**config.mk**
```make
export PLATFORM = sky130hd
export DESIGN_NAME = xbar_top
export DESIGN_NICKNAME = d
export VERILOG_FILES = /design/src/verilog/xbar_pkg.sv /design/src/verilog/credit_fifo.sv /design/src/verilog/addr_decode.sv /design/src/verilog/xbar_demux.sv /design/src/verilog/xbar_err_target.sv /design/src/verilog/xbar_mux.sv /design/src/verilog/xbar_top.sv
export SDC_FILE = /design/constraint.sdc
export NUM_CORES = 1
export LEC_CHECK = 0
export BUFFER_PORTS_ARGS = -buffer_cell sky130_fd_sc_hd__buf_4
export CORE_ASPECT_RATIO = 0.7
export CORE_UTILIZATION = 55
export CTS_BUF_LIST = sky130_fd_sc_hd__clkbuf_4 sky130_fd_sc_hd__clkbuf_8
export DETAILED_ROUTE_END_ITERATION = 8
export GPL_TIMING_DRIVEN = 0
export PLACE_DENSITY = 0.89
export SLEW_MARGIN = 20
export SYNTH_ARGS = -nofsm -noshare
export SYNTH_HDL_FRONTEND = slang
export SYNTH_SLANG_ARGS = --single-unit
```
**constraint.sdc**
```tcl
create_clock -name clk_i -period 5.2 [get_ports clk_i]
set_clock_uncertainty 0.2 [all_clocks]
set_input_delay 0.52 -clock clk_i [delete_from_list [all_inputs] [get_ports clk_i]]
set_output_delay 0.52 -clock clk_i [all_outputs]
set_load 0.005 [all_outputs]
```
**src/verilog/xbar_pkg.sv**
```systemverilog
/*
  Shared sizes, fixed address map and enums for the 2x2 request/response crossbar.
  Modules pull these in with a wildcard import in their header.
*/
package xbar_pkg;

  localparam int N_INIT = 2;
  localparam int N_TGT  = 2;

  localparam int ADDR_W = 16;
  localparam int DATA_W = 32;
  localparam int ID_W   = 2;
  localparam int TID_W  = ID_W + 1; // Top bit carries the initiator index

  localparam int REQ_DEPTH   = 2; // Initiator buffer depth, also its credits
  localparam int TGT_CREDITS = 2;
  localparam int RSP_DEPTH   = 2; // Per-target response buffer, also target credits
  localparam int CRD_W       = $clog2(TGT_CREDITS + 1);

  // Packed payload widths: opcode/status bit on top, data at the bottom
  localparam int REQ_W = 1 + ADDR_W + ID_W + DATA_W;
  localparam int RSP_W = 1 + TID_W + DATA_W;

  // Fixed map, a hit is (addr & MASK) == BASE
  localparam logic [ADDR_W-1:0] TGT0_BASE = 16'h0000;
  localparam logic [ADDR_W-1:0] TGT0_MASK = 16'hC000;
  localparam logic [ADDR_W-1:0] TGT1_BASE = 16'h4000;
  localparam logic [ADDR_W-1:0] TGT1_MASK = 16'hC000;

  typedef enum logic {
    OP_READ,
    OP_WRITE
  } op_e;

  typedef enum logic {
    RSP_OKAY,
    RSP_DECERR
  } rsp_e;

  typedef enum logic {
    ERR_IDLE,
    ERR_RESP
  } err_state_e;

endpackage

```
**src/verilog/credit_fifo.sv**
```systemverilog
/*
  Small ring buffer for the credit-based channels.
  Each popped entry gives one credit pulse back to the upstream sender.
*/
`timescale 1ns/100ps

module credit_fifo #(
  parameter int W     = 8,
  parameter int DEPTH = 2
) (
  input  logic         clk_i,
  input  logic         rst_n_i,
  input  logic         push_i,
  input  logic [W-1:0] push_data_i,
  output logic         full_o,
  input  logic         pop_i,
  output logic [W-1:0] pop_data_o,
  output logic         empty_o,
  output logic         credit_o
);

  localparam int PTR_W = (DEPTH > 1) ? $clog2(DEPTH) : 1;

  logic [W-1:0]     mem [DEPTH];
  logic [PTR_W-1:0] wr_ptr_q;
  logic [PTR_W-1:0] rd_ptr_q;
  logic [PTR_W:0]   count_q;
  logic             do_push;
  logic             do_pop;

  assign full_o     = (count_q == (PTR_W+1)'(DEPTH));
  assign empty_o    = (count_q == '0);
  assign do_push    = push_i && !full_o;
  assign do_pop     = pop_i && !empty_o;
  assign credit_o   = do_pop;          // Same cycle as the pop
  assign pop_data_o = mem[rd_ptr_q];

  always_ff @(posedge clk_i) begin
    if (!rst_n_i) begin
      wr_ptr_q <= '0;
      rd_ptr_q <= '0;
      count_q  <= '0;
    end else begin
      if (do_push) begin
        wr_ptr_q <= (wr_ptr_q == PTR_W'(DEPTH - 1)) ? '0 : wr_ptr_q + 1'b1;
      end
      if (do_pop) begin
        rd_ptr_q <= (rd_ptr_q == PTR_W'(DEPTH - 1)) ? '0 : rd_ptr_q + 1'b1;
      end
      count_q <= count_q + (PTR_W+1)'(do_push) - (PTR_W+1)'(do_pop);
    end
  end

  always_ff @(posedge clk_i) begin
    if (do_push) begin
      mem[wr_ptr_q] <= push_data_i;
    end
  end

endmodule

```
**src/verilog/addr_decode.sv**
```systemverilog
/*
  Decodes a request address against the fixed map in the package.
  Gives the target index, or flags a decode error when no range matches.
*/
`timescale 1ns/100ps

module addr_decode import xbar_pkg::*; (
  input  logic [ADDR_W-1:0] addr_i,
  output logic              idx_o,
  output logic              dec_error_o
);

  logic hit0;
  logic hit1;

  assign hit0 = ((addr_i & TGT0_MASK) == TGT0_BASE);
  assign hit1 = ((addr_i & TGT1_MASK) == TGT1_BASE);

  // Ranges do not overlap, so target 1 wins only on its own hit
  assign idx_o       = hit1;
  assign dec_error_o = !(hit0 || hit1);

endmodule

```
**src/verilog/xbar_demux.sv**
```systemverilog
/*
  Initiator-side block: buffers requests behind credits, decodes the head entry
  and steers it to a target mux or the error target. Responses from all sources
  are merged, error target first, into a registered initiator response.
*/
`timescale 1ns/100ps

module xbar_demux import xbar_pkg::*; (
  input  logic              clk_i,
  input  logic              rst_n_i,
  input  logic              init_req_valid_i,
  input  op_e               init_req_op_i,
  input  logic [ADDR_W-1:0] init_req_addr_i,
  input  logic [ID_W-1:0]   init_req_id_i,
  input  logic [DATA_W-1:0] init_req_data_i,
  output logic              init_req_credit_o,
  output logic              init_rsp_valid_o,
  output logic [ID_W-1:0]   init_rsp_id_o,
  output logic [DATA_W-1:0] init_rsp_data_o,
  output rsp_e              init_rsp_status_o,
  output logic [N_TGT-1:0]  req_valid_o,
  input  logic [N_TGT-1:0]  req_ready_i,
  output op_e               req_op_o,
  output logic [ADDR_W-1:0] req_addr_o,
  output logic [ID_W-1:0]   req_id_o,
  output logic [DATA_W-1:0] req_data_o,
  input  logic [N_TGT-1:0]  rsp_valid_i,
  input  logic [ID_W-1:0]   rsp_id_i     [N_TGT],
  input  logic [DATA_W-1:0] rsp_data_i   [N_TGT],
  input  rsp_e              rsp_status_i [N_TGT],
  output logic [N_TGT-1:0]  rsp_ready_o,
  output logic              err_req_valid_o,
  input  logic              err_req_ready_i,
  input  logic              err_rsp_valid_i,
  input  logic [ID_W-1:0]   err_rsp_id_i,
  input  rsp_e              err_rsp_status_i,
  output logic              err_rsp_ready_o
);

  logic [REQ_W-1:0]  head;
  logic              head_empty;
  logic              head_ready;
  logic              head_pop;
  logic              dec_idx;
  logic              dec_err;
  logic              sel_valid;
  logic [ID_W-1:0]   sel_id;
  logic [DATA_W-1:0] sel_data;
  rsp_e              sel_status;

  credit_fifo #(
    .W     (REQ_W),
    .DEPTH (REQ_DEPTH)
  ) i_req_fifo (
    .clk_i,
    .rst_n_i,
    .push_i      (init_req_valid_i),
    .push_data_i ({init_req_op_i, init_req_addr_i, init_req_id_i, init_req_data_i}),
    .full_o      (),
    .pop_i       (head_pop),
    .pop_data_o  (head),
    .empty_o     (head_empty),
    .credit_o    (init_req_credit_o)
  );

  // Head fields go out to every mux and to the error target
  assign req_data_o = head[DATA_W-1:0];
  assign req_id_o   = head[DATA_W +: ID_W];
  assign req_addr_o = head[DATA_W+ID_W +: ADDR_W];
  assign req_op_o   = op_e'(head[REQ_W-1]);

  addr_decode i_addr_decode (
    .addr_i      (req_addr_o),
    .idx_o       (dec_idx),
    .dec_error_o (dec_err)
  );

  always_comb begin
    for (int t = 0; t < N_TGT; t++) begin
      req_valid_o[t] = !head_empty && !dec_err && (dec_idx == 1'(t));
    end
  end

  assign err_req_valid_o = !head_empty && dec_err;
  assign head_ready      = dec_err ? err_req_ready_i : req_ready_i[dec_idx];
  assign head_pop        = !head_empty && head_ready; // Frees a slot, returns a credit

  // Fixed priority merge, error target then target 0, 1
  always_comb begin
    sel_valid       = 1'b0;
    sel_id          = err_rsp_id_i;
    sel_data        = '0;
    sel_status      = err_rsp_status_i;
    err_rsp_ready_o = 1'b0;
    rsp_ready_o     = '0;
    if (err_rsp_valid_i) begin
      sel_valid       = 1'b1;
      err_rsp_ready_o = 1'b1;
    end else begin
      for (int t = 0; t < N_TGT; t++) begin
        if (rsp_valid_i[t] && !sel_valid) begin
          sel_valid      = 1'b1;
          rsp_ready_o[t] = 1'b1;
          sel_id         = rsp_id_i[t];
          sel_data       = rsp_data_i[t];
          sel_status     = rsp_status_i[t];
        end
      end
    end
  end

  always_ff @(posedge clk_i) begin
    if (!rst_n_i) begin
      init_rsp_valid_o <= 1'b0;
    end else begin
      init_rsp_valid_o <= sel_valid; // Initiator never stalls a response
    end
  end

  always_ff @(posedge clk_i) begin
    if (sel_valid) begin
      init_rsp_id_o     <= sel_id;
      init_rsp_data_o   <= sel_data;
      init_rsp_status_o <= sel_status;
    end
  end

endmodule

```
**src/verilog/xbar_err_target.sv**
```systemverilog
/*
  Terminates requests whose address hits no target.
  Takes one request at a time and answers one cycle later with a decode error.
*/
`timescale 1ns/100ps

module xbar_err_target import xbar_pkg::*; (
  input  logic            clk_i,
  input  logic            rst_n_i,
  input  logic            req_valid_i,
  output logic            req_ready_o,
  input  op_e             req_op_i,
  input  logic [ID_W-1:0] req_id_i,
  output logic            rsp_valid_o,
  input  logic            rsp_ready_i,
  output logic [ID_W-1:0] rsp_id_o,
  output rsp_e            rsp_status_o
);

  err_state_e state_q;
  err_state_e state_d;
  logic       accept;

  assign req_ready_o  = (state_q == ERR_IDLE);
  // Reads and writes are both terminated here
  assign accept       = req_valid_i && req_ready_o;
  assign rsp_valid_o  = (state_q == ERR_RESP);
  assign rsp_status_o = RSP_DECERR; // Data is zero, filled in by the demux

  always_comb begin
    state_d = state_q;
    case (state_q)
      ERR_IDLE: if (accept)      state_d = ERR_RESP;
      ERR_RESP: if (rsp_ready_i) state_d = ERR_IDLE;
      default:                   state_d = ERR_IDLE;
    endcase
  end

  always_ff @(posedge clk_i) begin
    if (!rst_n_i) begin
      state_q <= ERR_IDLE;
    end else begin
      state_q <= state_d;
    end
  end

  // Hold the ID until the response is taken
  always_ff @(posedge clk_i) begin
    if (accept) begin
      rsp_id_o <= req_id_i;
    end
  end

endmodule

```
**src/verilog/xbar_mux.sv**
```systemverilog
/*
  Target-side block: round-robin arbitration among initiators, gated by the
  target's request credits. The initiator index is prefixed to the ID on the way
  out and stripped again to route buffered responses back.
*/
`timescale 1ns/100ps

module xbar_mux import xbar_pkg::*; (
  input  logic              clk_i,
  input  logic              rst_n_i,
  input  logic [N_INIT-1:0] req_valid_i,
  input  op_e               req_op_i   [N_INIT],
  input  logic [ADDR_W-1:0] req_addr_i [N_INIT],
  input  logic [ID_W-1:0]   req_id_i   [N_INIT],
  input  logic [DATA_W-1:0] req_data_i [N_INIT],
  output logic [N_INIT-1:0] req_ready_o,
  output logic              tgt_req_valid_o,
  output op_e               tgt_req_op_o,
  output logic [ADDR_W-1:0] tgt_req_addr_o,
  output logic [TID_W-1:0]  tgt_req_id_o,
  output logic [DATA_W-1:0] tgt_req_data_o,
  input  logic              tgt_req_credit_i,
  input  logic              tgt_rsp_valid_i,
  input  logic [TID_W-1:0]  tgt_rsp_id_i,
  input  logic [DATA_W-1:0] tgt_rsp_data_i,
  input  rsp_e              tgt_rsp_status_i,
  output logic              tgt_rsp_credit_o,
  output logic [N_INIT-1:0] rsp_valid_o,
  output logic [ID_W-1:0]   rsp_id_o,
  output logic [DATA_W-1:0] rsp_data_o,
  output rsp_e              rsp_status_o,
  input  logic [N_INIT-1:0] rsp_ready_i
);

  logic [CRD_W-1:0]  credit_cnt_q;
  logic              can_send;
  logic [N_INIT-1:0] gnt;
  logic              gnt_idx;
  logic              last_q;
  logic [RSP_W-1:0]  rsp_head;
  logic [TID_W-1:0]  head_tid;
  logic              rsp_empty;
  logic              rsp_pop;

  // Credits are spent when the request leaves, so hold one back for the pending send
  assign can_send = (credit_cnt_q > CRD_W'(tgt_req_valid_o));

  always_comb begin
    int cand;
    cand    = 0;
    gnt     = '0;
    gnt_idx = 1'b0;
    if (can_send) begin
      // Start after the last winner
      for (int k = 1; k <= N_INIT; k++) begin
        cand = (int'(last_q) + k) % N_INIT;
        if (req_valid_i[cand] && (gnt == '0)) begin
          gnt[cand] = 1'b1;
          gnt_idx   = 1'(cand);
        end
      end
    end
  end

  assign req_ready_o = gnt;

  always_ff @(posedge clk_i) begin
    if (!rst_n_i) begin
      credit_cnt_q    <= CRD_W'(TGT_CREDITS);
      last_q          <= 1'b1;   // Initiator 0 goes first
      tgt_req_valid_o <= 1'b0;
    end else begin
      credit_cnt_q    <= credit_cnt_q + CRD_W'(tgt_req_credit_i) - CRD_W'(tgt_req_valid_o);
      tgt_req_valid_o <= |gnt;
      if (|gnt) begin
        last_q <= gnt_idx;
      end
    end
  end

  always_ff @(posedge clk_i) begin
    if (|gnt) begin
      tgt_req_op_o   <= req_op_i[gnt_idx];
      tgt_req_addr_o <= req_addr_i[gnt_idx];
      tgt_req_id_o   <= {gnt_idx, req_id_i[gnt_idx]}; // Extended ID
      tgt_req_data_o <= req_data_i[gnt_idx];
    end
  end

  credit_fifo #(
    .W     (RSP_W),
    .DEPTH (RSP_DEPTH)
  ) i_rsp_fifo (
    .clk_i,
    .rst_n_i,
    .push_i      (tgt_rsp_valid_i),
    .push_data_i ({tgt_rsp_status_i, tgt_rsp_id_i, tgt_rsp_data_i}),
    .full_o      (),
    .pop_i       (rsp_pop),
    .pop_data_o  (rsp_head),
    .empty_o     (rsp_empty),
    .credit_o    (tgt_rsp_credit_o)
  );

  assign rsp_data_o   = rsp_head[DATA_W-1:0];
  assign head_tid     = rsp_head[DATA_W +: TID_W];
  assign rsp_status_o = rsp_e'(rsp_head[RSP_W-1]);
  assign rsp_id_o     = head_tid[ID_W-1:0];    // Index bit stripped

  always_comb begin
    for (int k = 0; k < N_INIT; k++) begin
      rsp_valid_o[k] = !rsp_empty && (head_tid[TID_W-1] == 1'(k));
    end
  end

  assign rsp_pop = |(rsp_valid_o & rsp_ready_i);

endmodule

```
**src/verilog/xbar_top.sv**
```systemverilog
/*
  Top of the 2x2 crossbar: one demux and error target per initiator, one mux per
  target, and the crossing wires between them.
*/
`timescale 1ns/100ps

module xbar_top import xbar_pkg::*; (
  input  logic              clk_i,
  input  logic              rst_n_i,
  input  logic [N_INIT-1:0] init_req_valid_i,
  input  op_e               init_req_op_i     [N_INIT],
  input  logic [ADDR_W-1:0] init_req_addr_i   [N_INIT],
  input  logic [ID_W-1:0]   init_req_id_i     [N_INIT],
  input  logic [DATA_W-1:0] init_req_data_i   [N_INIT],
  output logic [N_INIT-1:0] init_req_credit_o,
  output logic [N_INIT-1:0] init_rsp_valid_o,
  output logic [ID_W-1:0]   init_rsp_id_o     [N_INIT],
  output logic [DATA_W-1:0] init_rsp_data_o   [N_INIT],
  output rsp_e              init_rsp_status_o [N_INIT],
  output logic [N_TGT-1:0]  tgt_req_valid_o,
  output op_e               tgt_req_op_o      [N_TGT],
  output logic [ADDR_W-1:0] tgt_req_addr_o    [N_TGT],
  output logic [TID_W-1:0]  tgt_req_id_o      [N_TGT],
  output logic [DATA_W-1:0] tgt_req_data_o    [N_TGT],
  input  logic [N_TGT-1:0]  tgt_req_credit_i,
  input  logic [N_TGT-1:0]  tgt_rsp_valid_i,
  input  logic [TID_W-1:0]  tgt_rsp_id_i      [N_TGT],
  input  logic [DATA_W-1:0] tgt_rsp_data_i    [N_TGT],
  input  rsp_e              tgt_rsp_status_i  [N_TGT],
  output logic [N_TGT-1:0]  tgt_rsp_credit_o
);

  // Demux side, indexed by initiator
  logic [N_TGT-1:0]  d_req_valid [N_INIT];
  logic [N_TGT-1:0]  d_req_ready [N_INIT];
  op_e               d_req_op    [N_INIT];
  logic [ADDR_W-1:0] d_req_addr  [N_INIT];
  logic [ID_W-1:0]   d_req_id    [N_INIT];
  logic [DATA_W-1:0] d_req_data  [N_INIT];
  logic [N_TGT-1:0]  d_rsp_valid [N_INIT];
  logic [N_TGT-1:0]  d_rsp_ready [N_INIT];
  // Mux side, indexed by target
  logic [N_INIT-1:0] m_req_valid  [N_TGT];
  logic [N_INIT-1:0] m_req_ready  [N_TGT];
  logic [N_INIT-1:0] m_rsp_valid  [N_TGT];
  logic [N_INIT-1:0] m_rsp_ready  [N_TGT];
  logic [ID_W-1:0]   m_rsp_id     [N_TGT];
  logic [DATA_W-1:0] m_rsp_data   [N_TGT];
  rsp_e              m_rsp_status [N_TGT];
  // Error target links
  logic [N_INIT-1:0] e_req_valid;
  logic [N_INIT-1:0] e_req_ready;
  logic [N_INIT-1:0] e_rsp_valid;
  logic [N_INIT-1:0] e_rsp_ready;
  logic [ID_W-1:0]   e_rsp_id     [N_INIT];
  rsp_e              e_rsp_status [N_INIT];

  for (genvar i = 0; i < N_INIT; i++) begin : gen_init
    xbar_demux i_demux (
      .clk_i,
      .rst_n_i,
      .init_req_valid_i  (init_req_valid_i[i]),
      .init_req_op_i     (init_req_op_i[i]),
      .init_req_addr_i   (init_req_addr_i[i]),
      .init_req_id_i     (init_req_id_i[i]),
      .init_req_data_i   (init_req_data_i[i]),
      .init_req_credit_o (init_req_credit_o[i]),
      .init_rsp_valid_o  (init_rsp_valid_o[i]),
      .init_rsp_id_o     (init_rsp_id_o[i]),
      .init_rsp_data_o   (init_rsp_data_o[i]),
      .init_rsp_status_o (init_rsp_status_o[i]),
      .req_valid_o       (d_req_valid[i]),
      .req_ready_i       (d_req_ready[i]),
      .req_op_o          (d_req_op[i]),
      .req_addr_o        (d_req_addr[i]),
      .req_id_o          (d_req_id[i]),
      .req_data_o        (d_req_data[i]),
      .rsp_valid_i       (d_rsp_valid[i]),
      .rsp_id_i          (m_rsp_id),      // Response payloads are shared by all demuxes
      .rsp_data_i        (m_rsp_data),
      .rsp_status_i      (m_rsp_status),
      .rsp_ready_o       (d_rsp_ready[i]),
      .err_req_valid_o   (e_req_valid[i]),
      .err_req_ready_i   (e_req_ready[i]),
      .err_rsp_valid_i   (e_rsp_valid[i]),
      .err_rsp_id_i      (e_rsp_id[i]),
      .err_rsp_status_i  (e_rsp_status[i]),
      .err_rsp_ready_o   (e_rsp_ready[i])
    );

    xbar_err_target i_err_target (
      .clk_i,
      .rst_n_i,
      .req_valid_i  (e_req_valid[i]),
      .req_ready_o  (e_req_ready[i]),
      .req_op_i     (d_req_op[i]),
      .req_id_i     (d_req_id[i]),
      .rsp_valid_o  (e_rsp_valid[i]),
      .rsp_ready_i  (e_rsp_ready[i]),
      .rsp_id_o     (e_rsp_id[i]),
      .rsp_status_o (e_rsp_status[i])
    );

    for (genvar j = 0; j < N_TGT; j++) begin : gen_cross
      assign m_req_valid[j][i] = d_req_valid[i][j];
      assign d_req_ready[i][j] = m_req_ready[j][i];
      assign d_rsp_valid[i][j] = m_rsp_valid[j][i];
      assign m_rsp_ready[j][i] = d_rsp_ready[i][j];
    end
  end

  for (genvar j = 0; j < N_TGT; j++) begin : gen_tgt
    xbar_mux i_mux (
      .clk_i,
      .rst_n_i,
      .req_valid_i      (m_req_valid[j]),
      .req_op_i         (d_req_op),
      .req_addr_i       (d_req_addr),
      .req_id_i         (d_req_id),
      .req_data_i       (d_req_data),
      .req_ready_o      (m_req_ready[j]),
      .tgt_req_valid_o  (tgt_req_valid_o[j]),
      .tgt_req_op_o     (tgt_req_op_o[j]),
      .tgt_req_addr_o   (tgt_req_addr_o[j]),
      .tgt_req_id_o     (tgt_req_id_o[j]),
      .tgt_req_data_o   (tgt_req_data_o[j]),
      .tgt_req_credit_i (tgt_req_credit_i[j]),
      .tgt_rsp_valid_i  (tgt_rsp_valid_i[j]),
      .tgt_rsp_id_i     (tgt_rsp_id_i[j]),
      .tgt_rsp_data_i   (tgt_rsp_data_i[j]),
      .tgt_rsp_status_i (tgt_rsp_status_i[j]),
      .tgt_rsp_credit_o (tgt_rsp_credit_o[j]),
      .rsp_valid_o      (m_rsp_valid[j]),
      .rsp_id_o         (m_rsp_id[j]),
      .rsp_data_o       (m_rsp_data[j]),
      .rsp_status_o     (m_rsp_status[j]),
      .rsp_ready_i      (m_rsp_ready[j])
    );
  end

endmodule

```
==> qor.txt, run 1 <==
Initial Util: 56.2%
Initial antenna violation count: 4
Register area: 16,400 sq um
Vias per cell: 5.96
Seq cells post-synth: 558
Net Sw Frac: 32.8%
Core Rows: 59
WL final: 64,800 microns
Worst-Margin Slew: 998 ps
Wirelength per Cell: 27.8 microns
Post-synth EDFFs: 526
Post-layout min period: 4270 ps
Post-synth top flop: edfxtp_1
Fill cells: 1,887
Hold Path Cell Cnt: 3
All-Layer GR Usage: 33.0%
Largest net degree at the start of global routing: 29
CTS max path bufs: 3
Mapped cell area: 21,000 sq um
Final net count: 1,969
Congestion Overflow GR: 0
Final antenna-violating net count: 0
H-tree levels: 3
Place WS: 1510 ps
Core ar.: 37,400 sq um
R2R cell count: 13
Die Width: 235 microns
MaxCap Viol Count: 0
Residual DRC: 0
Worst Path Required: 4480 ps
Worst vdd ir: 0.000407 V
Max Clock Freq: 0.234 GHz
Area occupied by multi-input gates: 4230 sq um
Top-Level Pins: 364
Worst Setup Path Type: flip-flop to output port
Share of layout cells above drive strength 1: 30.6%
Worst slew margin: 33.5%
Final Setup Violations: 0
Pwr dens: 534 nW/um^2
Period utilization: 82.1%
NetSw: 4.96 mW
Crit-path leading delay family: buffers and inverters
Critical Path AT: 3550 ps
Syn avg cell area: 18.6 sq um
Hold WC Path Type: input port to flip-flop
Critical Path Start Type: flip-flop
DR iter-0 viols: 1,478
CTS resizes: 0
First drt pass iteration count: 6
Post-route setup slack: 933 ps
Critical path depth in cells: 9
Sequential share of power: 44.4%
Status: complete, no violations
Clock Latency Late Sink: 670 ps
Power, Total: 15.1 mW
LEAKAGE: 10.7 nW
RSZ-0062 raised after global routing: false
Internal: 10.1 mW
Clock-pin slew on the worst setup and hold paths: 70 ps
Cells after synthesis: 1,131
Crit path buf inv count: 5
Die area: 38,900 sq um
Routability cong.: 0.846
Worst path max stage delay: 500 ps
CP Cell Sequence: buf_2, mux2_2, o21ai_1, or3_1, clkbuf_1, clkbuf_1, nand2_1, buf_4, buf_4
Share of the synthesized area in the top cell type: 75.3%
Port Buffer Count: 363
First-pass GRT wire length: 93,200 microns
Synth area leader: edfxtp_1
Async SR Flop Fraction: 0%
Comb pwr share: 31.3%
Area grow syn2layout: 34.6%
Via count: 13,900
CP max stage cell: clkbuf_1
Final setup TNS: 0 ps
Top post-synthesis cells by area: edfxtp_1, mux2i_1, dfxtp_1
Peak fanout along the critical path: 10
Final Hold Viols: 0
Post-CTS Setup Bufs: 0
CTS tree: built
Yosys cell types: 37
Syn_nets: 1,327
Root buf cell: clkbuf_8
Ys Warns: 0
Sequential share of the synthesized area: 78.3%
Clock network power share: 24.3%
Crit end category: output port
Die Y-Extent: 165 microns
Min Hold Slack: 22.4 ps
Num Clock Sinks: 558
DP HPWL: 35,100 microns
Count of pins over their slew limit: 0
Clock buffers created by TritonCTS: 81
Vias in the first global route: 14,700
## area by class of cell
class / instances / area share (%)
well taps: 488 / 2.16
diodes: 4 / 0.0354
repair buffers: 559 / 17.6
clock buffers: 103 / 4.62
inverters: 23 / 0.306
flip-flops and latches: 558 / 58.2
multi-input cells: 489 / 15.0
plain buffers: 61 / 1.12
clock inverters: 43 / 1.02
## final timing paths
kind,from,to,slack (ps)
max reg2reg,flip-flop,gen_tgt[1].i_mux.i_rsp_fifo.count_q[1],1330
max,flip-flop,tgt_rsp_credit_o[1],930
min,tgt_req_credit_i[0],gen_tgt[0].i_mux.credit_cnt_q[0],20
min reg2reg,gen_init[0].i_demux.i_req_fifo.rd_ptr_q,gen_init[0].i_demux.i_req_fifo.rd_ptr_q,300
## cells in the mapped netlist (all sizes together) (8+ instances only)
| library cell | count |
|---|---|
| nor2 | 33 |
| inv | 23 |
| dfxtp | 32 |
| ha | 14 |
| nand2 | 12 |
| and2 | 22 |
| clkbuf | 28 |
| o21ai | 8 |
| xnor2 | 10 |
| a21oi | 10 |
| buf | 33 |
| mux2i | 274 |
| edfxtp | 526 |
| o22ai | 64 |
## flip-flops by register name, summed over array words and instances, names as in the netlist, 6 cells and up, named ones only
| signal | flops |
|---|---|
| gen_tgt.i_mux.tgt_req_data_o | 64 |
| gen_tgt.i_mux.tgt_req_id_o | 6 |
| gen_init.i_demux.i_req_fifo.mem | 204 |
| gen_init.i_demux.init_rsp_data_o | 64 |
| gen_tgt.i_mux.i_rsp_fifo.mem | 144 |
| gen_tgt.i_mux.tgt_req_addr_o | 32 |
## placed cells by master (no fill, tap or decap), drive strengths merged, types with 8 or more instances in the layout
master and count:
edfxtp 526, buf 416, mux2i 274, dlygate4sd3 176, clkbuf 131, o22ai 64
clkinv 34, nor2 33, dfxtp 32, inv 26, and2 22, ha 14
nand2 12, xnor2 10, a21oi 10, o21ai 8
## what timing repair did
item,4_1_cts,5_1_grt
hold buffers,176,0
setup endpoints to repair,0,0
hold endpoints to repair,351,0
## power by group through the flow
stage | Clock, mW | Combinational, mW | Sequential [mW]
finish | 3.68 | 4.72 | 6.70
global placement | 0 | 3.84 | 6.75
detailed placement | 0 | 4.32 | 6.69
CTS | 3.53 | 4.50 | 6.63
global route | 3.86 | 4.90 | 6.75
floorplan | 0 | 2.09 | 6.72
## per-stage QoR
step / instances / util (%) / cell area (sq um)
final: 2328 / 75.6 / 28200
after global routing: 2327 / 75.6 / 28200
after CTS: 2324 / 75.6 / 28200
after detailed placement: 2002 / 66.6 / 24900
after global placement: 1982 / 65.1 / 24300
after floorplan: 1131 / - / 21000
## worst min-delay path, cell delays in order
cell and delay (ps):
buf_4 90, ha_1 110, and2_1 110
## logic make-up (layout without fill, tap and decap cells)
kind of cell               count (synthesis)  count (layout)  synth area share, %
muxes                                    278             278                 13.4
DFF                                      558             558                 78.3
and+or+nand+nor                           90              90                 2.20
adders and majority gates                 14              14                0.835
other                                      0               4                    0
AOI/OAI and AO/OA                         94              94                 2.81
xor gates and xnor gates                  13              13                0.543
buffers and inverters                     84             789                 1.93
## metal layers
metal / vias to the layer above / wire length [microns] / global-route usage (%)
li1: 5712 / - / -
met1: 6803 / 22100 / 37.2
met2: 1088 / 32700 / 58.1
met3: 280 / 5760 / 7.65
met4: 0 / 4210 / 19.9
met5: - / 0 / 0
No activity file was read; power rests on OpenSTA's default activity.
==> inputs of run 2 (changes only) <==
==> constraint.sdc (replaced) <==
create_clock -name clk_i -period 4.2 [get_ports clk_i]
set_clock_uncertainty 0.2 [all_clocks]
set_input_delay 0.42 -clock clk_i [delete_from_list [all_inputs] [get_ports clk_i]]
set_output_delay 0.42 -clock clk_i [all_outputs]
set_load 0.005 [all_outputs]
==> qor.txt, run 2 (synthesized netlist as in run 1, its figures left out) <==
Net Sw Frac: 32.6% (-0.28 points)
Die Width: 235 microns (unchanged)
Post-layout min period: 3990 ps
Largest net degree at the start of global routing: 28 (-3.4%)
Pwr dens: 657 nW/um^2 (+23%)
Final antenna-violating net count: 0 (unchanged)
RSZ-0062 raised after global routing: false
Post-CTS Setup Bufs: 0 (unchanged)
Worst Path Required: 3580 ps (-900 ps)
Power, Total: 18.6 mW (+23%)
Final net count: 1,969 (unchanged)
DR iter-0 viols: 1,422 (-3.8%)
Comb pwr share: 31.5% (+0.2 points)
Sequential share of power: 44.7% (+0.3 points)
Vias per cell: 5.89 (-1.2%)
Final setup TNS: 0 ps (unchanged)
H-tree levels: 3 (unchanged)
Routability cong.: 0.864 (+2.1%)
Worst Setup Path Type: flip-flop to output port
Crit end category: output port
Initial Util: 56.2% (unchanged)
Core ar.: 37,400 sq um (unchanged)
Peak fanout along the critical path: 10 (unchanged)
Internal: 12.5 mW (+23%)
Top flop regs: gen_init.i_demux.i_req_fifo.mem (204), gen_tgt.i_mux.i_rsp_fifo.mem (144)
Most frequent cells in the layout: edfxtp_1, buf_4, mux2i_1, dlygate4sd3_1, clkbuf_8
First drt pass iteration count: 6 (unchanged)
Period utilization: 94.9%
Num Clock Sinks: 558 (unchanged)
Max reg flops: 204 (unchanged)
Die area: 38,900 sq um (unchanged)
LEAKAGE: 10.7 nW (about the same)
NetSw: 6.04 mW (+22%)
Share of layout cells above drive strength 1: 30.5% (-0.059 points)
WL final: 63,100 microns (-2.6%)
Max Clock Freq: 0.251 GHz
Critical Path Start Type: flip-flop
Core Rows: 59 (unchanged)
Placed inst area: 24,900 sq um (about the same)
Top-Level Pins: 364 (unchanged)
Die Y-Extent: 165 microns (unchanged)
Status: complete, no violations
DP HPWL: 35,700 microns (+1.7%)
Worst slew margin: 27.8% (-5.7 points)
Port Buffer Count: 363 (unchanged)
MaxCap Viol Count: 0 (unchanged)
Placed Cells: 2,002 (unchanged)
Worst vdd ir: 0.000396 V (-2.7%)
Via count: 13,700 (-1.2%)
Final Setup Violations: 0 (unchanged)
Final instance area: 28,300 sq um (about the same)
CTS max path bufs: 3 (unchanged)
Clock-pin slew on the worst setup and hold paths: 60 ps (about the same)
Hold WC Path Type: input port to flip-flop
Clock buffers created by TritonCTS: 80 (-1.2%)
Root buf cell: clkbuf_8
Biggest register: gen_init.i_demux.i_req_fifo.mem
Min Hold Slack: 224 ps (+201 ps)
Count of pins over their slew limit: 0 (unchanged)
Vias in the first global route: 14,500 (-1.8%)
Clock Latency Late Sink: 670 ps (about the same)
Final core utilization: 75.7% (about the same)
Congestion Overflow GR: 0 (unchanged)
Clock network power share: 23.8% (-0.5 points)
Area grow syn2layout: 34.7% (about the same)
All-Layer GR Usage: 31.7% (-1.2 points)
Initial antenna violation count: 8 (+4)
Final Hold Viols: 0 (unchanged)
First-pass GRT wire length: 89,200 microns (-4.3%)
Non-Filler Instances: 2,329 (+0.043%)
Post-route setup slack: 214 ps (-719 ps)
CTS tree: built
Residual DRC: 0 (unchanged)
Wirelength per Cell: 27.1 microns (-2.7%)
Critical Path AT: 3370 ps (-180 ps)
Worst-Margin Slew: 1080 ps (+85.6 ps)
Place WS: 580 ps (-934 ps)
Most common cell after layout, fill and taps aside: edfxtp_1
run 2: cell types whose count changed in the layout (fill, tap and decap cells not counted), moves of 3 or more:
cell	before	now
clkinvlp_4	3	0
clkinv_2	14	8
diode_2	4	8
clkbuf_4	18	23
run 2: power by group through the flow:
stage               registers [mW]  clock network (mW)  logic [mW]
floorplan                     8.31                   0        2.59
global placement              8.35                   0        4.76
detailed placement            8.28                   0        5.37
CTS                           8.21                4.32        5.58
global route                  8.36                4.66        6.09
finish                        8.30                4.42        5.84
run 2: layout make-up:
class                           count  area [sq um]
Multi-Input combinational cell    489          4230
Tap cell                          488           611
Fill cell                        1956          9090
Sequential cell                   558         16400
Clock inverter                     36           250
Clock buffer                      106          1320
Inverter                           23          86.3
Antenna cell                        8          20.0
Timing Repair Buffer              560          4990
Buffer                             61           319
run 2: final timing paths:
kind / from / to / slack, ps / cells past startpoint
worst max register to register: flip-flop / gen_tgt[1].i_mux.i_rsp_fifo.count_q[1] / 530 / 13
worst max-delay path: flip-flop / tgt_rsp_credit_o[1] / 210 / 9
worst min register to register: gen_init[1].i_demux.i_req_fifo.rd_ptr_q / gen_init[1].i_demux.i_req_fifo.rd_ptr_q / 300 / 2
worst min-delay path: init_req_valid_i[0] / gen_init[0].i_demux.i_req_fifo.wr_ptr_q / 220 / 4
run 2: worst max-delay path, stage by stage (launching register included):
cell and delay [ps]:
dfxtp_1 320, buf_2 280, mux2_2 400, o21ai_1 240, or3_1 170, clkbuf_1 460
clkbuf_2 380, nand2_1 150, buf_4 170, buf_4 140
run 2: per-layer routing:
metal | global-route usage (%) | routed length, microns | share of wire [%]
met3 | 7.90 | 5810 | 9.2
met2 | 54.9 | 31900 | 51
met4 | 21.3 | 4020 | 6.4
met5 | 0 | 0 | 0
met1 | 35.4 | 21400 | 34
run 2: repair_timing:
action | 4_1_cts | 5_1_grt
hold buffers | 177 | 0
gates resized for setup | 0 | 2
endpoints found under the setup margin | 0 | 1
hold endpoints to repair | 354 | 0
